## config.mk

```make
export PLATFORM = sky130hd
export DESIGN_NAME = periph_soc
export DESIGN_NICKNAME = d
export VERILOG_FILES = /design/src/periph_map_pkg.sv /design/src/uart_pkg.sv /design/src/sync_fifo.sv /design/src/uart_core.sv /design/src/uart_ctrl.sv /design/src/periph_soc.sv
export SDC_FILE = /design/constraint.sdc
export NUM_CORES = 1
export LEC_CHECK = 0
export BUFFER_PORTS_ARGS = -buffer_cell sky130_fd_sc_hd__buf_2
export CAP_MARGIN = 20
export CORE_MARGIN = 2
export CORE_UTILIZATION = 45
export DETAILED_ROUTE_END_ITERATION = 8
export GPL_ROUTABILITY_DRIVEN = 0
export PLACE_DENSITY = 0.69
export SYNTH_ARGS = -nofsm -noshare
export SYNTH_HDL_FRONTEND = slang
export SYNTH_SLANG_ARGS = --single-unit
```

## constraint.sdc

```tcl
create_clock -name msoc_clk -period 5.3 [get_ports msoc_clk]
set_input_delay 0.53 -clock msoc_clk [delete_from_list [all_inputs] [get_ports msoc_clk]]
set_output_delay 0.53 -clock msoc_clk [all_outputs]
set_load 0.02 [all_outputs]
```

## src/periph_map_pkg.sv

```systemverilog
// peripheral address map
`default_nettype none

package periph_map_pkg;

   // host bus
   localparam int HID_ADDR_W = 18;
   localparam int HID_DATA_W = 64;
   localparam int HID_BE_W   = 8;

   // regions selected by address bits 17:15
   localparam int REGION_CTRL = 2;
   localparam int REGION_UART = 6;

   // control region word offsets
   localparam logic [4:0] CTRL_LED_OFS = 5'd15;
   localparam logic [4:0] CTRL_DIP_OFS = 5'd31;

   localparam logic [HID_DATA_W-1:0] CTRL_UNMAPPED = 64'h0000_0000_dead_beef;

   localparam int LED_W = 22;
   localparam int DIP_W = 16;

   // one host address seen by the control region and by the UART
   typedef union packed {
      struct packed {
         logic [2:0] region;
         logic [6:0] unused_hi;
         logic [4:0] word_ofs;     // 64-bit word index
         logic [2:0] unused_lo;    // byte lane bits
      } ctrl;
      struct packed {
         logic [2:0]  region;
         logic        uart_en;     // low selects the old keyboard slot
         logic [1:0]  sel;         // register selector
         logic [11:0] unused;
      } uart;
   } hid_addr_u;

endpackage

`default_nettype wire

```

## src/uart_pkg.sv

```systemverilog
// uart constants and register layout
`default_nettype none

package uart_pkg;

   localparam int UART_DATA_W = 8;

   localparam int                BAUD_W       = 16;
   localparam logic [BAUD_W-1:0] BAUD_DEFAULT = 16'd54;   // clocks per bit

   localparam int FIFO_DEPTH_LOG2 = 4;
   localparam int CNT_W           = 12;

   // register selectors, address bits 13:12
   localparam logic [1:0] UART_SEL_PUSH = 2'd0;
   localparam logic [1:0] UART_SEL_POP  = 2'd1;
   localparam logic [1:0] UART_SEL_BAUD = 2'd2;

   localparam int RX_ENTRY_W = 9;   // error flag over data byte

   // status word
   localparam int ST_RX_BYTE_LSB  = 0;
   localparam int ST_RX_ERR_BIT   = 8;
   localparam int ST_RX_EMPTY_BIT = 9;
   localparam int ST_TX_FULL_BIT  = 10;
   localparam int ST_RX_FULL_BIT  = 11;

   // count word, one 16-bit lane per counter
   localparam int CNT_LANE_W     = 16;
   localparam int CNT_LANE_RX_RD = 0;
   localparam int CNT_LANE_RX_WR = 1;
   localparam int CNT_LANE_TX_RD = 2;
   localparam int CNT_LANE_TX_WR = 3;

   // receiver states
   localparam logic [1:0] RX_IDLE  = 2'd0;
   localparam logic [1:0] RX_START = 2'd1;
   localparam logic [1:0] RX_DATA  = 2'd2;
   localparam logic [1:0] RX_STOP  = 2'd3;

endpackage

`default_nettype wire

```

## src/sync_fifo.sv

```systemverilog
// single clock fifo
`default_nettype none

module sync_fifo #(
   parameter int WIDTH      = 8,
   parameter int DEPTH_LOG2 = 4
) (
   input  logic                       msoc_clk,
   input  logic                       rstn,
   input  logic                       push_i,
   input  logic                       pop_i,
   input  logic [WIDTH-1:0]           din_i,
   output logic [WIDTH-1:0]           dout_o,
   output logic                       full_o,
   output logic                       empty_o,
   output logic [uart_pkg::CNT_W-1:0] wr_count_o,
   output logic [uart_pkg::CNT_W-1:0] rd_count_o
);

   import uart_pkg::*;

   localparam int DEPTH = 1 << DEPTH_LOG2;

   logic [WIDTH-1:0] mem [DEPTH];
   logic [CNT_W-1:0] wr_ptr;
   logic [CNT_W-1:0] rd_ptr;
   logic [CNT_W-1:0] fill;
   logic             push_ok;
   logic             pop_ok;

   // pointers run free, the fill level is their difference
   assign fill    = wr_ptr - rd_ptr;
   assign empty_o = (fill == '0);
   assign full_o  = (fill == CNT_W'(DEPTH));

   assign push_ok = push_i & ~full_o;   // push into a full fifo is lost
   assign pop_ok  = pop_i & ~empty_o;

   always_ff @(posedge msoc_clk or negedge rstn)
   begin
      if (!rstn)
      begin
         wr_ptr <= '0;
         rd_ptr <= '0;
      end
      else
      begin
         if (push_ok)
            wr_ptr <= wr_ptr + 1'b1;
         if (pop_ok)
            rd_ptr <= rd_ptr + 1'b1;
      end
   end

   always_ff @(posedge msoc_clk)
   begin
      if (push_ok)
         mem[wr_ptr[DEPTH_LOG2-1:0]] <= din_i;
   end

   assign dout_o     = mem[rd_ptr[DEPTH_LOG2-1:0]];   // show-ahead head
   assign wr_count_o = wr_ptr;
   assign rd_count_o = rd_ptr;

endmodule

`default_nettype wire

```

## src/uart_core.sv

```systemverilog
// uart serializer and deserializer
`default_nettype none

module uart_core (
   input  logic                            msoc_clk,
   input  logic                            rstn,
   input  logic [uart_pkg::BAUD_W-1:0]     baud_i,
   input  logic                            tx_valid_i,
   input  logic [uart_pkg::UART_DATA_W-1:0] tx_data_i,
   output logic                            tx_ready_o,
   output logic                            tx_o,
   input  logic                            rx_i,
   output logic                            rx_valid_o,
   output logic [uart_pkg::UART_DATA_W-1:0] rx_data_o,
   output logic                            rx_err_o
);

   import uart_pkg::*;

   logic [2:0]             rx_filt;
   logic                   rx_maj;
   logic                   rx_prev;
   logic [1:0]             rx_state;
   logic [BAUD_W-1:0]      rx_timer;
   logic [2:0]             rx_bits;
   logic [UART_DATA_W-1:0] rx_shift;
   logic                   rx_sample;

   logic                   tx_busy;
   logic [BAUD_W-1:0]      tx_timer;
   logic [3:0]             tx_bits;
   logic [UART_DATA_W+1:0] tx_shift;

   // three sample majority vote on the line
   always_ff @(posedge msoc_clk or negedge rstn)
   begin
      if (!rstn)
         rx_filt <= '1;
      else
         rx_filt <= {rx_filt[1:0], rx_i};
   end

   assign rx_maj = (rx_filt[0] & rx_filt[1]) | (rx_filt[0] & rx_filt[2]) |
                   (rx_filt[1] & rx_filt[2]);

   // transmitter
   assign tx_ready_o = ~tx_busy;
   assign tx_o       = tx_shift[0];

   always_ff @(posedge msoc_clk or negedge rstn)
   begin
      if (!rstn)
      begin
         tx_busy  <= 1'b0;
         tx_timer <= '0;
         tx_bits  <= '0;
         tx_shift <= '1;   // line idles high
      end
      else if (!tx_busy)
      begin
         if (tx_valid_i)
         begin
            tx_busy  <= 1'b1;
            tx_timer <= baud_i - 1'b1;
            tx_bits  <= 4'd9;                    // bits after the start bit
            tx_shift <= {1'b1, tx_data_i, 1'b0}; // stop, data, start
         end
      end
      else if (tx_timer != '0)
         tx_timer <= tx_timer - 1'b1;
      else
      begin
         tx_timer <= baud_i - 1'b1;
         tx_shift <= {1'b1, tx_shift[UART_DATA_W+1:1]};
         if (tx_bits == '0)
            tx_busy <= 1'b0;                     // stop bit done
         else
            tx_bits <= tx_bits - 1'b1;
      end
   end

   // receiver
   assign rx_sample = (rx_state == RX_DATA) && (rx_timer == '0);
   assign rx_data_o = rx_shift;

   always_ff @(posedge msoc_clk or negedge rstn)
   begin
      if (!rstn)
      begin
         rx_prev    <= 1'b1;
         rx_state   <= RX_IDLE;
         rx_timer   <= '0;
         rx_bits    <= '0;
         rx_valid_o <= 1'b0;
         rx_err_o   <= 1'b0;
      end
      else
      begin
         rx_prev    <= rx_maj;
         rx_valid_o <= 1'b0;
         case (rx_state)
            RX_IDLE:
               if (rx_prev & ~rx_maj)                       // falling edge only
               begin
                  rx_state <= RX_START;
                  rx_timer <= {1'b0, baud_i[BAUD_W-1:1]};  // wait half a bit
               end
            RX_START:
               if (rx_timer != '0)
                  rx_timer <= rx_timer - 1'b1;
               else if (!rx_maj)
               begin
                  rx_state <= RX_DATA;
                  rx_timer <= baud_i - 1'b1;
                  rx_bits  <= '0;
               end
               else
                  rx_state <= RX_IDLE;                     // glitch, not a start
            RX_DATA:
               if (rx_timer != '0)
                  rx_timer <= rx_timer - 1'b1;
               else
               begin
                  rx_timer <= baud_i - 1'b1;
                  rx_bits  <= rx_bits + 1'b1;
                  if (rx_bits == 3'd7)
                     rx_state <= RX_STOP;
               end
            RX_STOP:
               if (rx_timer != '0)
                  rx_timer <= rx_timer - 1'b1;
               else
               begin
                  rx_valid_o <= 1'b1;
                  rx_err_o   <= ~rx_maj;                   // stop bit must be high
                  rx_state   <= RX_IDLE;
               end
            default:
               rx_state <= RX_IDLE;
         endcase
      end
   end

   always_ff @(posedge msoc_clk)
   begin
      if (rx_sample)
         rx_shift <= {rx_maj, rx_shift[UART_DATA_W-1:1]};   // lsb first
   end

endmodule

`default_nettype wire

```

## src/uart_ctrl.sv

```systemverilog
// uart registers and fifos
`default_nettype none

module uart_ctrl (
   input  logic                                msoc_clk,
   input  logic                                rstn,
   input  logic                                uart_wr_en_i,
   input  logic [1:0]                          uart_sel_i,
   input  logic                                uart_rd_sel_i,
   input  logic [periph_map_pkg::HID_DATA_W-1:0] wrdata_i,
   output logic [periph_map_pkg::HID_DATA_W-1:0] uart_rdata_o,
   input  logic                                uart_rx_i,
   output logic                                uart_tx_o,
   output logic                                uart_irq_o
);

   import uart_pkg::*;

   logic [BAUD_W-1:0]      baud_q;
   logic                   tx_push;
   logic                   rx_pop;
   logic                   baud_load;

   logic [UART_DATA_W-1:0] tx_head;
   logic                   tx_empty;
   logic                   tx_full;
   logic                   tx_ready;
   logic                   tx_fire;
   logic [CNT_W-1:0]       tx_wr_count;
   logic [CNT_W-1:0]       tx_rd_count;

   logic [RX_ENTRY_W-1:0]  rx_head;
   logic                   rx_empty;
   logic                   rx_full;
   logic                   rx_valid;
   logic [UART_DATA_W-1:0] rx_data;
   logic                   rx_err;
   logic [CNT_W-1:0]       rx_wr_count;
   logic [CNT_W-1:0]       rx_rd_count;

   assign tx_push   = uart_wr_en_i & (uart_sel_i == UART_SEL_PUSH);
   assign rx_pop    = uart_wr_en_i & (uart_sel_i == UART_SEL_POP);
   assign baud_load = uart_wr_en_i & (uart_sel_i == UART_SEL_BAUD);

   always_ff @(posedge msoc_clk or negedge rstn)
   begin
      if (!rstn)
         baud_q <= BAUD_DEFAULT;
      else if (baud_load)
         baud_q <= wrdata_i[BAUD_W-1:0];
   end

   // head leaves the fifo when the core takes it
   assign tx_fire = ~tx_empty & tx_ready;

   sync_fifo #(.WIDTH(UART_DATA_W), .DEPTH_LOG2(FIFO_DEPTH_LOG2)) tx_fifo (
      .msoc_clk   (msoc_clk),
      .rstn       (rstn),
      .push_i     (tx_push),
      .pop_i      (tx_fire),
      .din_i      (wrdata_i[UART_DATA_W-1:0]),
      .dout_o     (tx_head),
      .full_o     (tx_full),
      .empty_o    (tx_empty),
      .wr_count_o (tx_wr_count),
      .rd_count_o (tx_rd_count)
   );

   uart_core core (
      .msoc_clk   (msoc_clk),
      .rstn       (rstn),
      .baud_i     (baud_q),
      .tx_valid_i (~tx_empty),
      .tx_data_i  (tx_head),
      .tx_ready_o (tx_ready),
      .tx_o       (uart_tx_o),
      .rx_i       (uart_rx_i),
      .rx_valid_o (rx_valid),
      .rx_data_o  (rx_data),
      .rx_err_o   (rx_err)
   );

   // no back-pressure, a byte into a full fifo is dropped
   sync_fifo #(.WIDTH(RX_ENTRY_W), .DEPTH_LOG2(FIFO_DEPTH_LOG2)) rx_fifo (
      .msoc_clk   (msoc_clk),
      .rstn       (rstn),
      .push_i     (rx_valid),
      .pop_i      (rx_pop),
      .din_i      ({rx_err, rx_data}),
      .dout_o     (rx_head),
      .full_o     (rx_full),
      .empty_o    (rx_empty),
      .wr_count_o (rx_wr_count),
      .rd_count_o (rx_rd_count)
   );

   assign uart_irq_o = ~rx_empty;

   always_comb
   begin
      uart_rdata_o = '0;
      if (uart_rd_sel_i)
      begin
         uart_rdata_o[CNT_LANE_RX_RD*CNT_LANE_W +: CNT_W] = rx_rd_count;
         uart_rdata_o[CNT_LANE_RX_WR*CNT_LANE_W +: CNT_W] = rx_wr_count;
         uart_rdata_o[CNT_LANE_TX_RD*CNT_LANE_W +: CNT_W] = tx_rd_count;
         uart_rdata_o[CNT_LANE_TX_WR*CNT_LANE_W +: CNT_W] = tx_wr_count;
      end
      else
      begin
         uart_rdata_o[ST_RX_BYTE_LSB +: UART_DATA_W] = rx_head[UART_DATA_W-1:0];
         uart_rdata_o[ST_RX_ERR_BIT]   = rx_head[RX_ENTRY_W-1];
         uart_rdata_o[ST_RX_EMPTY_BIT] = rx_empty;
         uart_rdata_o[ST_TX_FULL_BIT]  = tx_full;
         uart_rdata_o[ST_RX_FULL_BIT]  = rx_full;
      end
   end

endmodule

`default_nettype wire

```

## src/periph_soc.sv

```systemverilog
// peripheral block top
`default_nettype none

module periph_soc (
   input  logic                                  msoc_clk,
   input  logic                                  rstn,
   input  logic                                  hid_en_i,
   input  logic [periph_map_pkg::HID_BE_W-1:0]   hid_we_i,
   input  logic [periph_map_pkg::HID_ADDR_W-1:0] hid_addr_i,
   input  logic [periph_map_pkg::HID_DATA_W-1:0] hid_wrdata_i,
   output logic [periph_map_pkg::HID_DATA_W-1:0] hid_rddata_o,
   input  logic [periph_map_pkg::DIP_W-1:0]      from_dip_i,
   output logic [periph_map_pkg::LED_W-1:0]      to_led_o,
   input  logic                                  uart_rx_i,
   output logic                                  uart_tx_o,
   output logic                                  uart_irq_o
);

   import periph_map_pkg::*;

   hid_addr_u             addr_v;
   logic [7:0]            region_hot;
   logic [HID_DATA_W-1:0] region_rdata [8];
   logic                  host_wr;
   logic                  uart_wr_en;
   logic [HID_DATA_W-1:0] uart_rdata;
   logic [HID_DATA_W-1:0] ctrl_rdata;
   logic [DIP_W-1:0]      dip_q;

   assign addr_v     = hid_addr_i;
   assign host_wr    = hid_en_i & (|hid_we_i);
   assign uart_wr_en = host_wr & region_hot[REGION_UART] & addr_v.uart.uart_en;

   uart_ctrl uart (
      .msoc_clk      (msoc_clk),
      .rstn          (rstn),
      .uart_wr_en_i  (uart_wr_en),
      .uart_sel_i    (addr_v.uart.sel),
      .uart_rd_sel_i (addr_v.uart.sel[1]),   // address bit 13
      .wrdata_i      (hid_wrdata_i),
      .uart_rdata_o  (uart_rdata),
      .uart_rx_i     (uart_rx_i),
      .uart_tx_o     (uart_tx_o),
      .uart_irq_o    (uart_irq_o)
   );

   // led register and dip snapshot
   always_ff @(posedge msoc_clk or negedge rstn)
   begin
      if (!rstn)
      begin
         to_led_o <= '0;
         dip_q    <= '0;
      end
      else
      begin
         dip_q <= from_dip_i;
         if (host_wr && region_hot[REGION_CTRL] && addr_v.ctrl.word_ofs == CTRL_LED_OFS)
            to_led_o <= hid_wrdata_i[LED_W-1:0];
      end
   end

   always_comb
   begin
      case (addr_v.ctrl.word_ofs)
         CTRL_LED_OFS: ctrl_rdata = HID_DATA_W'(to_led_o);
         CTRL_DIP_OFS: ctrl_rdata = HID_DATA_W'(dip_q);
         default:      ctrl_rdata = CTRL_UNMAPPED;
      endcase
   end

   always_comb
   begin
      region_rdata              = '{default: '0};
      region_rdata[REGION_CTRL] = ctrl_rdata;
      region_rdata[REGION_UART] = addr_v.uart.uart_en ? uart_rdata : '0;   // keyboard slot reads 0
   end

   // one-hot decode, or-combined read data
   always_comb
   begin
      hid_rddata_o = '0;
      for (int i = 0; i < 8; i++)
      begin
         region_hot[i] = (addr_v.ctrl.region == 3'(i));
         hid_rddata_o  = hid_rddata_o | (region_hot[i] ? region_rdata[i] : '0);
      end
   end

endmodule

`default_nettype wire

```

==> reports/metrics.csv, run 1 <==
stage,metric,value,unit
setup_path,startpoint_type,flop,
synthesis,synth-compound-area-share,0.0683,
die,die_area,47300,um^2
layout,layout-drive-gt1-share,0.255,
global_routing,antenna_found_initial,0,
cts,cts_tree,built,
place,dp_hpwl,33700,um
synthesis,synth_adder_area_share,0.0273,
cts,cts.hold.buffers_added,0,
synthesis,synth_ff_type,edfxtp_1,
layout,final-seq-area,12400,um^2
layout,nets,1772,
run,drv_cap,0,
setup_path,end_kind,output pin,
sta,slew_violations,0,
power,power.total,8.88,mW
setup_path,cpMaxStageDelayCell,nor4b_2,
power,swShare,0.278,
detailed_routing,first_pass_iters,5,
synthesis,yosysTopAreaCellShare,0.410,
sta,hold_viol,0,
layout,antennaDiodeCount,0,
detailed_routing,drt_iter0_markers,1377,
global_routing,grt_max_degree,99,
power,p_comb_frac,0.177,
synthesis,synthMuxAreaShare,0.134,
die,initial_core_util,0.454,
cts,h-tree-depth,2,
cts,cts.sinks,439,
power,p_leak,9.07,nW
synthesis,syn_area,20500,um^2
setup_path,path_buf_inv,3,
cts,clock_latency,0.59,ns
detailed_routing,ant_nets,0,
layout,multiInputGateArea,7640,um^2
setup_path,critPathMaxStageDelay,0.76,ns
sta,setup-tns-final,0,ns
global_routing,gr-total-overflow,0,
sta,rsz0062_at_grt,false,
detailed_routing,vias,13000,
setup_path,crit_type,reg2out,
detailed_routing,via_per_inst,5.78,
global_routing,grt_pass1_wl,75100,um
synthesis,synth_area_leaders,"edfxtp_1 41%, dfrtp_1 17%, mux4_2 9.0%",
die,die_y,218,um
setup_path,crit_fanout,11,
sta,fin_crit_sh,0.926,
die,ios,198,
synthesis,seq_area_frac_synth,0.605,
setup_path,path_common_cell,o22ai_1,
detailed_routing,drt-wirelength-per-cell,21.8,um
synthesis,synth.distinct_cells,87,
sta,fmax,0.204,GHz
sta,setup_viol,0,
synthesis,ys_seq_elements,439,
cts,clkTransAtPathRegs,0.06,ns
detailed_routing,remaining_drc_errors,0,
cts,cts_max_path_buffers,3,
power,p_int,6.41,mW
run_status,status,"finished, final reports clean",
sta,whs,0.0285,ns
hold_path,hp-class,in2async,
die,die_x,218,um
place,place_area,21900,um^2
synthesis,synth.largest_area_cell,edfxtp_1,
detailed_routing,wl,49200,um
power,pwr-share-clk,0.373,
sta,skew,0.0253,ns
setup_path,crit_arrival,4.38,ns
layout,fillers,3675,
synthesis,synth_xor_area_frac,0.0329,
sta,period_needed,4.91,ns
synthesis,synthArstFlopShare,0.362,
synthesis,synth_area_per_cell,14.0,um^2
synthesis,synth_edf_count,280,
power,seqPwrFrac,0.450,
layout,area_growth,14.5,%
power,switchingPower,2.47,mW
place,io_buffers,139,
setup_path,cp.required,4.77,ns
setup_path,critPathTopFamily,simple AND/OR/NAND/NOR gates,
global_routing,grt_pass1_vias,12900,
cts,cts_buffers,48,
sta,slew_headroom,0.196,
power,ir_worst_vdd,215,uV
synthesis,ys.warnings.count,0,
global_routing,track_usage,0.209,
power,power_density,378,nW/um^2
layout,final_area,23500,um^2
synthesis,synthSimpleGateAreaFrac,0.106,
synthesis,syn_inst,1465,
die,core_area,45200,um^2
die,rows,78,
cts,cts_root_buf,clkbuf_16,
setup_path,crit_chain,inv_1 > ha_1 > and3_1 > nor2_1 > a211oi_2 > nor4_1 > o22ai_1 > nor4b_2 > buf_4 > mux2i_1 > o22ai_1 > buf_2,
synthesis,synth_top_family_by_area,multiplexers,
sta,tightest_slew,1.20,ns
cts,cts-resized-gates,0,
cts,cts_setup_buffers,0,
==> registers in the layout (all words and copies together) (netlist names), 16 cells and up, named ones only <==
name	cells
uart.rx_fifo.mem	144
uart.tx_fifo.mem	128
to_led_o	22
dip_q	16
uart.baud_q	16
uart.core.rx_timer	16
uart.core.tx_timer	16
==> cell usage after synthesis, drive strengths merged, types with 7 or more instances <==
cell / count
edfxtp: 280
dfrtp: 142
nand2: 102
mux4: 82
nor2: 67
mux2: 57
inv: 49
xnor2: 48
nor3: 47
o21ai: 46
ha: 44
clkbuf: 39
buf: 36
a21oi: 33
xor2: 29
nand3: 28
o22ai: 27
mux2i: 26
and3: 21
nand4: 21
nor2b: 20
nor4: 20
and2: 18
dfstp: 17
nand2b: 13
a211oi: 11
o21a: 11
a31oi: 9
a22o: 8
or3: 8
nand4b: 7
nor4b: 7
o211ai: 7
==> routing by layer <==
metal | share of wire | vias to the layer above | GRT usage
met3 | 0.074 | 85 | 0.0435
li1 | - | 5900 | -
met2 | 0.48 | 474 | 0.338
met1 | 0.42 | 6582 | 0.279
met5 | 0 | - | 0
met4 | 0.033 | 0 | 0.0765
==> worst register-to-register path: cells and delay by family, from the launching register on <==
family	cells	cell delay [ns]
AND/OR/NAND/NOR	5	1.72
flip-flops	1	0.68
buffers and inverters	2	0.50
AO/OA/AOI/OAI	2	0.48
multiplexers	1	0.41
adder cells (fa/ha/maj)	1	0.40
==> cell type report <==
cell class | count | share of cell area
Sequential cell | 439 | 0.528
Multi-Input combinational cell | 908 | 0.325
Clock buffer | 60 | 0.0530
Timing Repair Buffer | 170 | 0.0401
Tap cell | 600 | 0.0319
Clock inverter | 29 | 0.0137
Inverter | 51 | 0.00814
==> power by group through the flow <==
| stage | Clock [mW] | Combinational, mW | Sequential, mW |
|---|---|---|---|
| CTS | 3.37 | 1.56 | 3.99 |
| finish | 3.31 | 1.57 | 4.00 |
| floorplan | 0 | 1.17 | 4.01 |
| global placement | 0 | 1.51 | 4.05 |
| detailed placement | 0 | 1.54 | 4.06 |
| global route | 3.51 | 1.74 | 4.02 |
==> per-stage QoR <==
| stage | setup slack [ns] | util | instances |
|---|---|---|---|
| final | 0.394 | 0.520 | 2257 |
| after detailed placement | 0.987 | 0.485 | 2166 |
| after global routing | 0.0530 | 0.520 | 2257 |
| after floorplan | 0.923 | - | 1473 |
| after CTS | 0.373 | 0.520 | 2255 |
| after global placement | 1.05 | 0.485 | 2165 |
==> logic make-up (layout without fill, tap and decap cells) <==
group                      Yosys count  count (layout)
and+or+nand+nor                    405             405
buffers and inverters              126             310
AOI/OAI and AO/OA                  207             207
adders and majority gates           45              45
DFF                                439             439
xor gates and xnor gates            77              77
other                                1               9
muxes                              165             165
==> worst paths after layout <==
kind | cells past startpoint | slack [ns] | end | start
worst max-delay path | 12 | 0.39 | hid_rddata_o[10] | uart.tx_fifo.rd_count_o[3]
worst min-delay path | 1 | 0.03 | uart.tx_fifo.rd_count_o[8] | rstn
worst max register to register | 11 | 1.03 | uart.core.tx_shift[3] | uart.tx_fifo.rd_count_o[3]
worst min register to register | 0 | 0.37 | uart.core.rx_filt[2] | uart.core.rx_filt[1]
max in group asynchronous | 2 | 4.16 | uart.core.rx_prev | rstn
min in group msoc_clk | 1 | 0.04 | uart.core.rx_filt[0] | uart_rx_i
==> layout by cell type (no fill, tap or decap), drive strengths merged, types with 29 or more instances in the layout <==
cell | synthesis | final
edfxtp | 280 | 280
buf | 36 | 170
dfrtp | 142 | 142
nand2 | 102 | 102
mux4 | 82 | 82
nor2 | 67 | 67
clkbuf | 39 | 60
mux2 | 57 | 57
inv | 49 | 53
xnor2 | 48 | 48
nor3 | 47 | 47
o21ai | 46 | 46
ha | 44 | 44
a21oi | 33 | 33
xor2 | 29 | 29
(Power assumes the default switching activity.)
==> run 2: changes to the inputs <==
Clock period 5.3 ns to 4.8 ns, I/O delays scaled along.
==> run 2 against run 1 <==
  * Sequential power increased by 11%
  * Sequential share of layout area decreased by 0.29 points
  * Combinational power increased by 10%
  * Count of clock-buffer cells in the layout increased by 7
  * Setup slack got worse by 0.045 ns
  * Critical path depth decreased by 1
  * Register-to-register slack got worse by 0.35 ns
  * Non-clock buffer count increased by 17
  * Total power increased by 9.1%
  * Cell area increased by 0.55%
==> reports/metrics.csv, run 2 (synthesized netlist as in run 1, its figures left out) <==
stage,metric,value,unit
layout,layout-drive-gt1-share,0.256,
power,power_density,410,nW/um^2
layout,final_common_cell,edfxtp_1,
setup_path,r2r-end,uart.tx_fifo.mem[11][0],
power,p_leak,9.17,nW
place,io_buffers,139,
place,place_area,22000,um^2
power,ir_worst_vdd,252,uV
die,rows,78,
cts,cts_root_buf,clkbuf_16,
cts,h-tree-depth,2,
layout,final_area,23600,um^2
cts,cts_buffers,46,
global_routing,grt_pass1_vias,13000,
setup_path,r2r_start,uart.tx_fifo.wr_count_o[3],
layout,mostFrequentLayoutCells,"280 x edfxtp_1, 140 x dfrtp_1, 138 x buf_2",
global_routing,track_usage,0.214,
detailed_routing,via_per_inst,5.74,
sta,slew_headroom,0.194,
die,initial_core_util,0.454,
detailed_routing,first_pass_iters,5,
detailed_routing,remaining_drc_errors,0,
sta,hold_viol,0,
sta,fmax,0.225,GHz
die,die_y,218,um
detailed_routing,drt_iter0_markers,1226,
die,die_x,218,um
layout,largest_reg_flops,144,
global_routing,grt_max_degree,160,
layout,antennaDiodeCount,0,
hold_path,hp-class,in2async,
layout,area_growth,15.2,%
cts,cts_tree,built,
place,dp_hpwl,33300,um
setup_path,cp.required,4.32,ns
setup_path,crit_end,hid_rddata_o[9],
detailed_routing,drt-wirelength-per-cell,22.1,um
global_routing,gr-total-overflow,0,
cts,cts_setup_buffers,0,
cts,cts_max_path_buffers,3,
cts,cts.sinks,439,
die,die_area,47300,um^2
layout,final_cells,2271,
layout,nets,1787,
setup_path,crit_arrival,3.97,ns
sta,skew,0.0230,ns
sta,period_needed,4.45,ns
setup_path,crit_type,reg2out,
sta,setup-tns-final,0,ns
setup_path,crit_fanout,12,
sta,slew_violations,0,
run,drv_cap,0,
setup_path,crit_start,uart.rx_fifo.rd_count_o[7],
sta,tightest_slew,1.21,ns
detailed_routing,wl,50100,um
setup_path,worst-r2r-cell-count,9,
cts,clock_latency,0.59,ns
detailed_routing,ant_nets,0,
sta,setup_viol,0,
cts,clkTransAtPathRegs,0.06,ns
detailed_routing,vias,13000,
global_routing,antenna_found_initial,0,
run_status,status,"finished, final reports clean",
die,ios,198,
global_routing,grt_pass1_wl,76900,um
place,placed_cells,2170,
setup_path,regToRegSetupSlack,0.68,ns
setup_path,end_kind,output pin,
sta,fin_crit_sh,0.927,
sta,rsz0062_at_grt,false,
setup_path,startpoint_type,flop,
die,core_area,45200,um^2
-- run 2: changes by cell type in the layout (fill, tap and decap cells not counted), sizes merged, moves of 3 or more --
cell,before,now
buf,170,176
clkinvlp,4,1
bufinv,5,2
dlygate4sd3,0,11
clkbuf,60,67
-- run 2: per-layer routing --
metal | up-vias | GRT usage | share of wire
met5 | - | 0 | 0
met3 | 99 | 0.0435 | 0.068
met2 | 460 | 0.353 | 0.48
met1 | 6542 | 0.282 | 0.41
li1 | 5924 | - | -
met4 | 0 | 0.0767 | 0.035
-- run 2: final cells by class --
type                       count  area [um^2]
sequential                   439        12400
clock inverter                19          173
multi-input combinational    908         7660
timing repair buffer         187         1120
tap                          600          751
inverter                      51          191
fill                        3701        21600
clock buffer                  67         1330
-- run 2: worst max-delay path: stages (launching register included) --
cell	delay (ns)
dfrtp_1	0.41
inv_1	0.17
ha_1	0.35
a21o_1	0.24
and2_0	0.15
a2111oi_1	0.37
o2111ai_1	0.19
or4_1	0.57
and4bb_4	0.48
nand2_1	0.08
nand2_1	0.16
buf_2	0.20
-- run 2: repair_timing --
| action | in CTS | in global routing |
|---|---|---|
| endpoints found under the hold margin | 11 | 0 |
| resized for setup | 0 | 2 |
| setup endpoints to repair | 0 | 2 |
| hold buffers | 11 | 0 |
-- run 2: metrics by stage --
stage               hold WS (ns)  utilization  power (mW)  worst slack (ns)
floorplan                  0.184            -        5.72             0.423
global placement           0.358        0.485        6.13             0.785
detailed placement         0.357        0.486        6.18             0.704
CTS                       0.0170        0.522        9.72             0.162
global route              0.0244        0.523        10.1            0.0843
finish                    0.0240        0.523        9.68             0.349
-- run 2: worst min path at each step --
stage                         startpoint                    endpoint  slack, ns  cells after the start
floorplan                           rstn                   async pin       0.18                      0
finish                              rstn  uart.tx_fifo.wr_count_o[3]       0.02                      2
global route               from_dip_i[2]                    dip_q[2]       0.02                      1
CTS                        from_dip_i[1]                    dip_q[1]       0.02                      1
global placement    uart.core.rx_filt[1]        uart.core.rx_filt[2]       0.36                      0
detailed placement  uart.core.rx_filt[1]        uart.core.rx_filt[2]       0.36                      0
-- run 2: where the power goes --
part | switching, mW | internal, mW | leakage [nW]
registers | 0.203 | 4.21 | 4.48
clock network | 1.49 | 2.04 | 0.740
logic | 0.990 | 0.740 | 3.94
==> run 3: changes to the inputs <==
Settings changed: REMOVE_ABC_BUFFERS set to 1.
==> run 3 against run 2 <==
  * Non-clock buffer count grew 3
  * Core utilization is 0.069 points lower
  * Total power up 0.40%
  * Clock skew increased by 0.0064 ns
  * Sequential power hardly changed
  * Setup slack worse by 0.026 ns
  * Routed wire length is 0.73% higher
  * Die area did not move
  * Cell area decreased by 0.13%
  * Combinational power about the same
  * Critical endpoint is now hid_rddata_o[11]
  * Largest power group unchanged
  * Highest routed layer is now met5
==> reports/metrics.csv, run 3 (synthesized netlist as in run 1, its figures left out) <==
stage,metric,value,unit
run_status,status,"finished, final reports clean",
power,power_density,412,nW/um^2
setup_path,startpoint_type,flop,
setup_path,end_kind,output pin,
setup_path,r2r-end,uart.rx_fifo.mem[10][3],
layout,layout-drive-gt1-share,0.250,
hold_path,min_to,dip_q[2],
hold_path,hold_depth,1,
power,ir_worst_vdd,365,uV
setup_path,path_buf_inv,2,
sta,finalWorstSetupSlack,0.323,ns
layout,largest_reg_flops,144,
layout,final_area,23600,um^2
setup_path,cpMaxStageDelayCell,or4_1,
layout,nets,1789,
die,rows,78,
setup_path,critPathMaxStageDelay,0.60,ns
sta,hold_viol,0,
layout,final_common_cell,edfxtp_1,
global_routing,track_usage,0.213,
sta,period_needed,4.48,ns
cts,cts_tree,built,
die,ios,198,
cts,cts_root_buf,clkbuf_16,
detailed_routing,remaining_drc_errors,0,
place,placed_cells,2170,
sta,skew,0.0294,ns
hold_path,hp-start,from_dip_i[2],
die,core_area,45200,um^2
detailed_routing,drt_iter0_markers,1118,
layout,mostFrequentLayoutCells,"280 x edfxtp_1, 140 x dfrtp_1, 138 x buf_2",
sta,setup_viol,0,
detailed_routing,ant_nets,0,
setup_path,critPathTopFamily,compound AO/OA/AOI/OAI gates,
setup_path,crit_chain,inv_1 > ha_1 > a21oi_1 > o2111ai_1 > a2111oi_1 > o2111ai_1 > or4_1 > nand4b_4 > o31ai_2 > buf_2,
detailed_routing,via_per_inst,5.81,
place,place_area,21900,um^2
layout,final_cells,2270,
detailed_routing,drt-wirelength-per-cell,22.2,um
detailed_routing,vias,13200,
layout,area_growth,15.0,%
sta,slew_violations,0,
sta,fmax,0.223,GHz
detailed_routing,wl,50500,um
cts,clkTransAtPathRegs,0.06,ns
sta,tightest_slew,1.07,ns
setup_path,path_common_cell,o2111ai_1,
cts,h-tree-depth,2,
cts,cts.sinks,439,
sta,fin_crit_sh,0.933,
global_routing,antenna_found_initial,3,
setup_path,regToRegSetupSlack,0.78,ns
place,dp_hpwl,34800,um
sta,rsz0062_at_grt,false,
run,drv_cap,0,
layout,final_util,0.522,
hold_path,hp-class,in2reg,
sta,setup-tns-final,0,ns
global_routing,grt_pass1_wl,76400,um
place,pre_cts_ws,0.742,ns
global_routing,gr-total-overflow,0,
power,p_leak,9.16,nW
setup_path,crit_arrival,4.00,ns
detailed_routing,first_pass_iters,5,
setup_path,worst-r2r-cell-count,9,
setup_path,crit_fanout,15,
setup_path,crit_type,reg2out,
die,die_area,47300,um^2
place,io_buffers,139,
setup_path,r2r_start,uart.rx_fifo.wr_count_o[3],
cts,clock_latency,0.58,ns
sta,slew_headroom,0.284,
cts,cts_max_path_buffers,3,
layout,antennaDiodeCount,0,
die,initial_core_util,0.454,
global_routing,grt_pass1_vias,13000,
cts,cts_buffers,45,
global_routing,grt_max_degree,82,
die,die_y,218,um
die,die_x,218,um
setup_path,cp.depth,10,
setup_path,cp.required,4.32,ns
-- run 3: cell types whose count changed in the layout (fill, tap and decap cells not counted), moves of 3 or more --
| cell | change |
|---|---|
| clkbuf_1 | -6 |
| clkbuf_8 | -4 |
| bufinv_16 | +3 |
| dlygate4sd3_1 | +4 |
| clkinv_2 | -3 |
| clkinv_1 | +6 |
-- run 3: metal layers --
metal,vias up,track usage,share of wire
li1,5937,-,-
met1,6714,0.292,0.43
met2,444,0.344,0.48
met3,77,0.0409,0.065
met4,6,0.0705,0.027
met5,-,0,0.00059
-- run 3: what timing repair did --
action,CTS,global route
hold buffers,15,0
gates resized for setup,0,1
setup buffers,0,0
hold endpoints to repair,86,0
setup endpoints to repair,0,1
-- run 3: final cells by class --
| class | count | area [um^2] |
|---|---|---|
| timing repair buffer | 190 | 1130 |
| inverter | 51 | 191 |
| sequential | 439 | 12400 |
| clock inverter | 27 | 295 |
| tap | 600 | 751 |
| multi-input combinational | 908 | 7620 |
| fill | 3710 | 21600 |
| clock buffer | 55 | 1200 |
-- run 3: how the worst max path moves through the flow --
| stage | startpoint | end | slack (ns) |
|---|---|---|---|
| after global routing | uart.rx_fifo.rd_count_o[8] | hid_rddata_o[11] | 0.14 |
| after CTS | uart.rx_fifo.rd_count_o[8] | hid_rddata_o[11] | 0.08 |
| final | uart.rx_fifo.rd_count_o[8] | hid_rddata_o[11] | 0.32 |
| after floorplan | uart.tx_fifo.rd_count_o[0] | uart.core.tx_shift[1] | -0.1 |
| after global placement | uart.rx_fifo.rd_count_o[8] | hid_rddata_o[11] | 0.78 |
| after detailed placement | uart.rx_fifo.wr_count_o[3] | uart.rx_fifo.mem[5][4] | 0.74 |
-- run 3: metrics by stage --
step                      total power, mW  hold slack [ns]
after floorplan                      5.69            0.184
after global routing                 10.1           0.0150
final                                9.72           0.0343
after detailed placement             6.21            0.361
after CTS                            9.76          0.00637
after global placement               6.15            0.358
-- run 3: report_power, final --
group          switching (mW)  internal (mW)
clock                    1.48           2.07
combinational            1.01          0.741
sequential              0.209           4.21
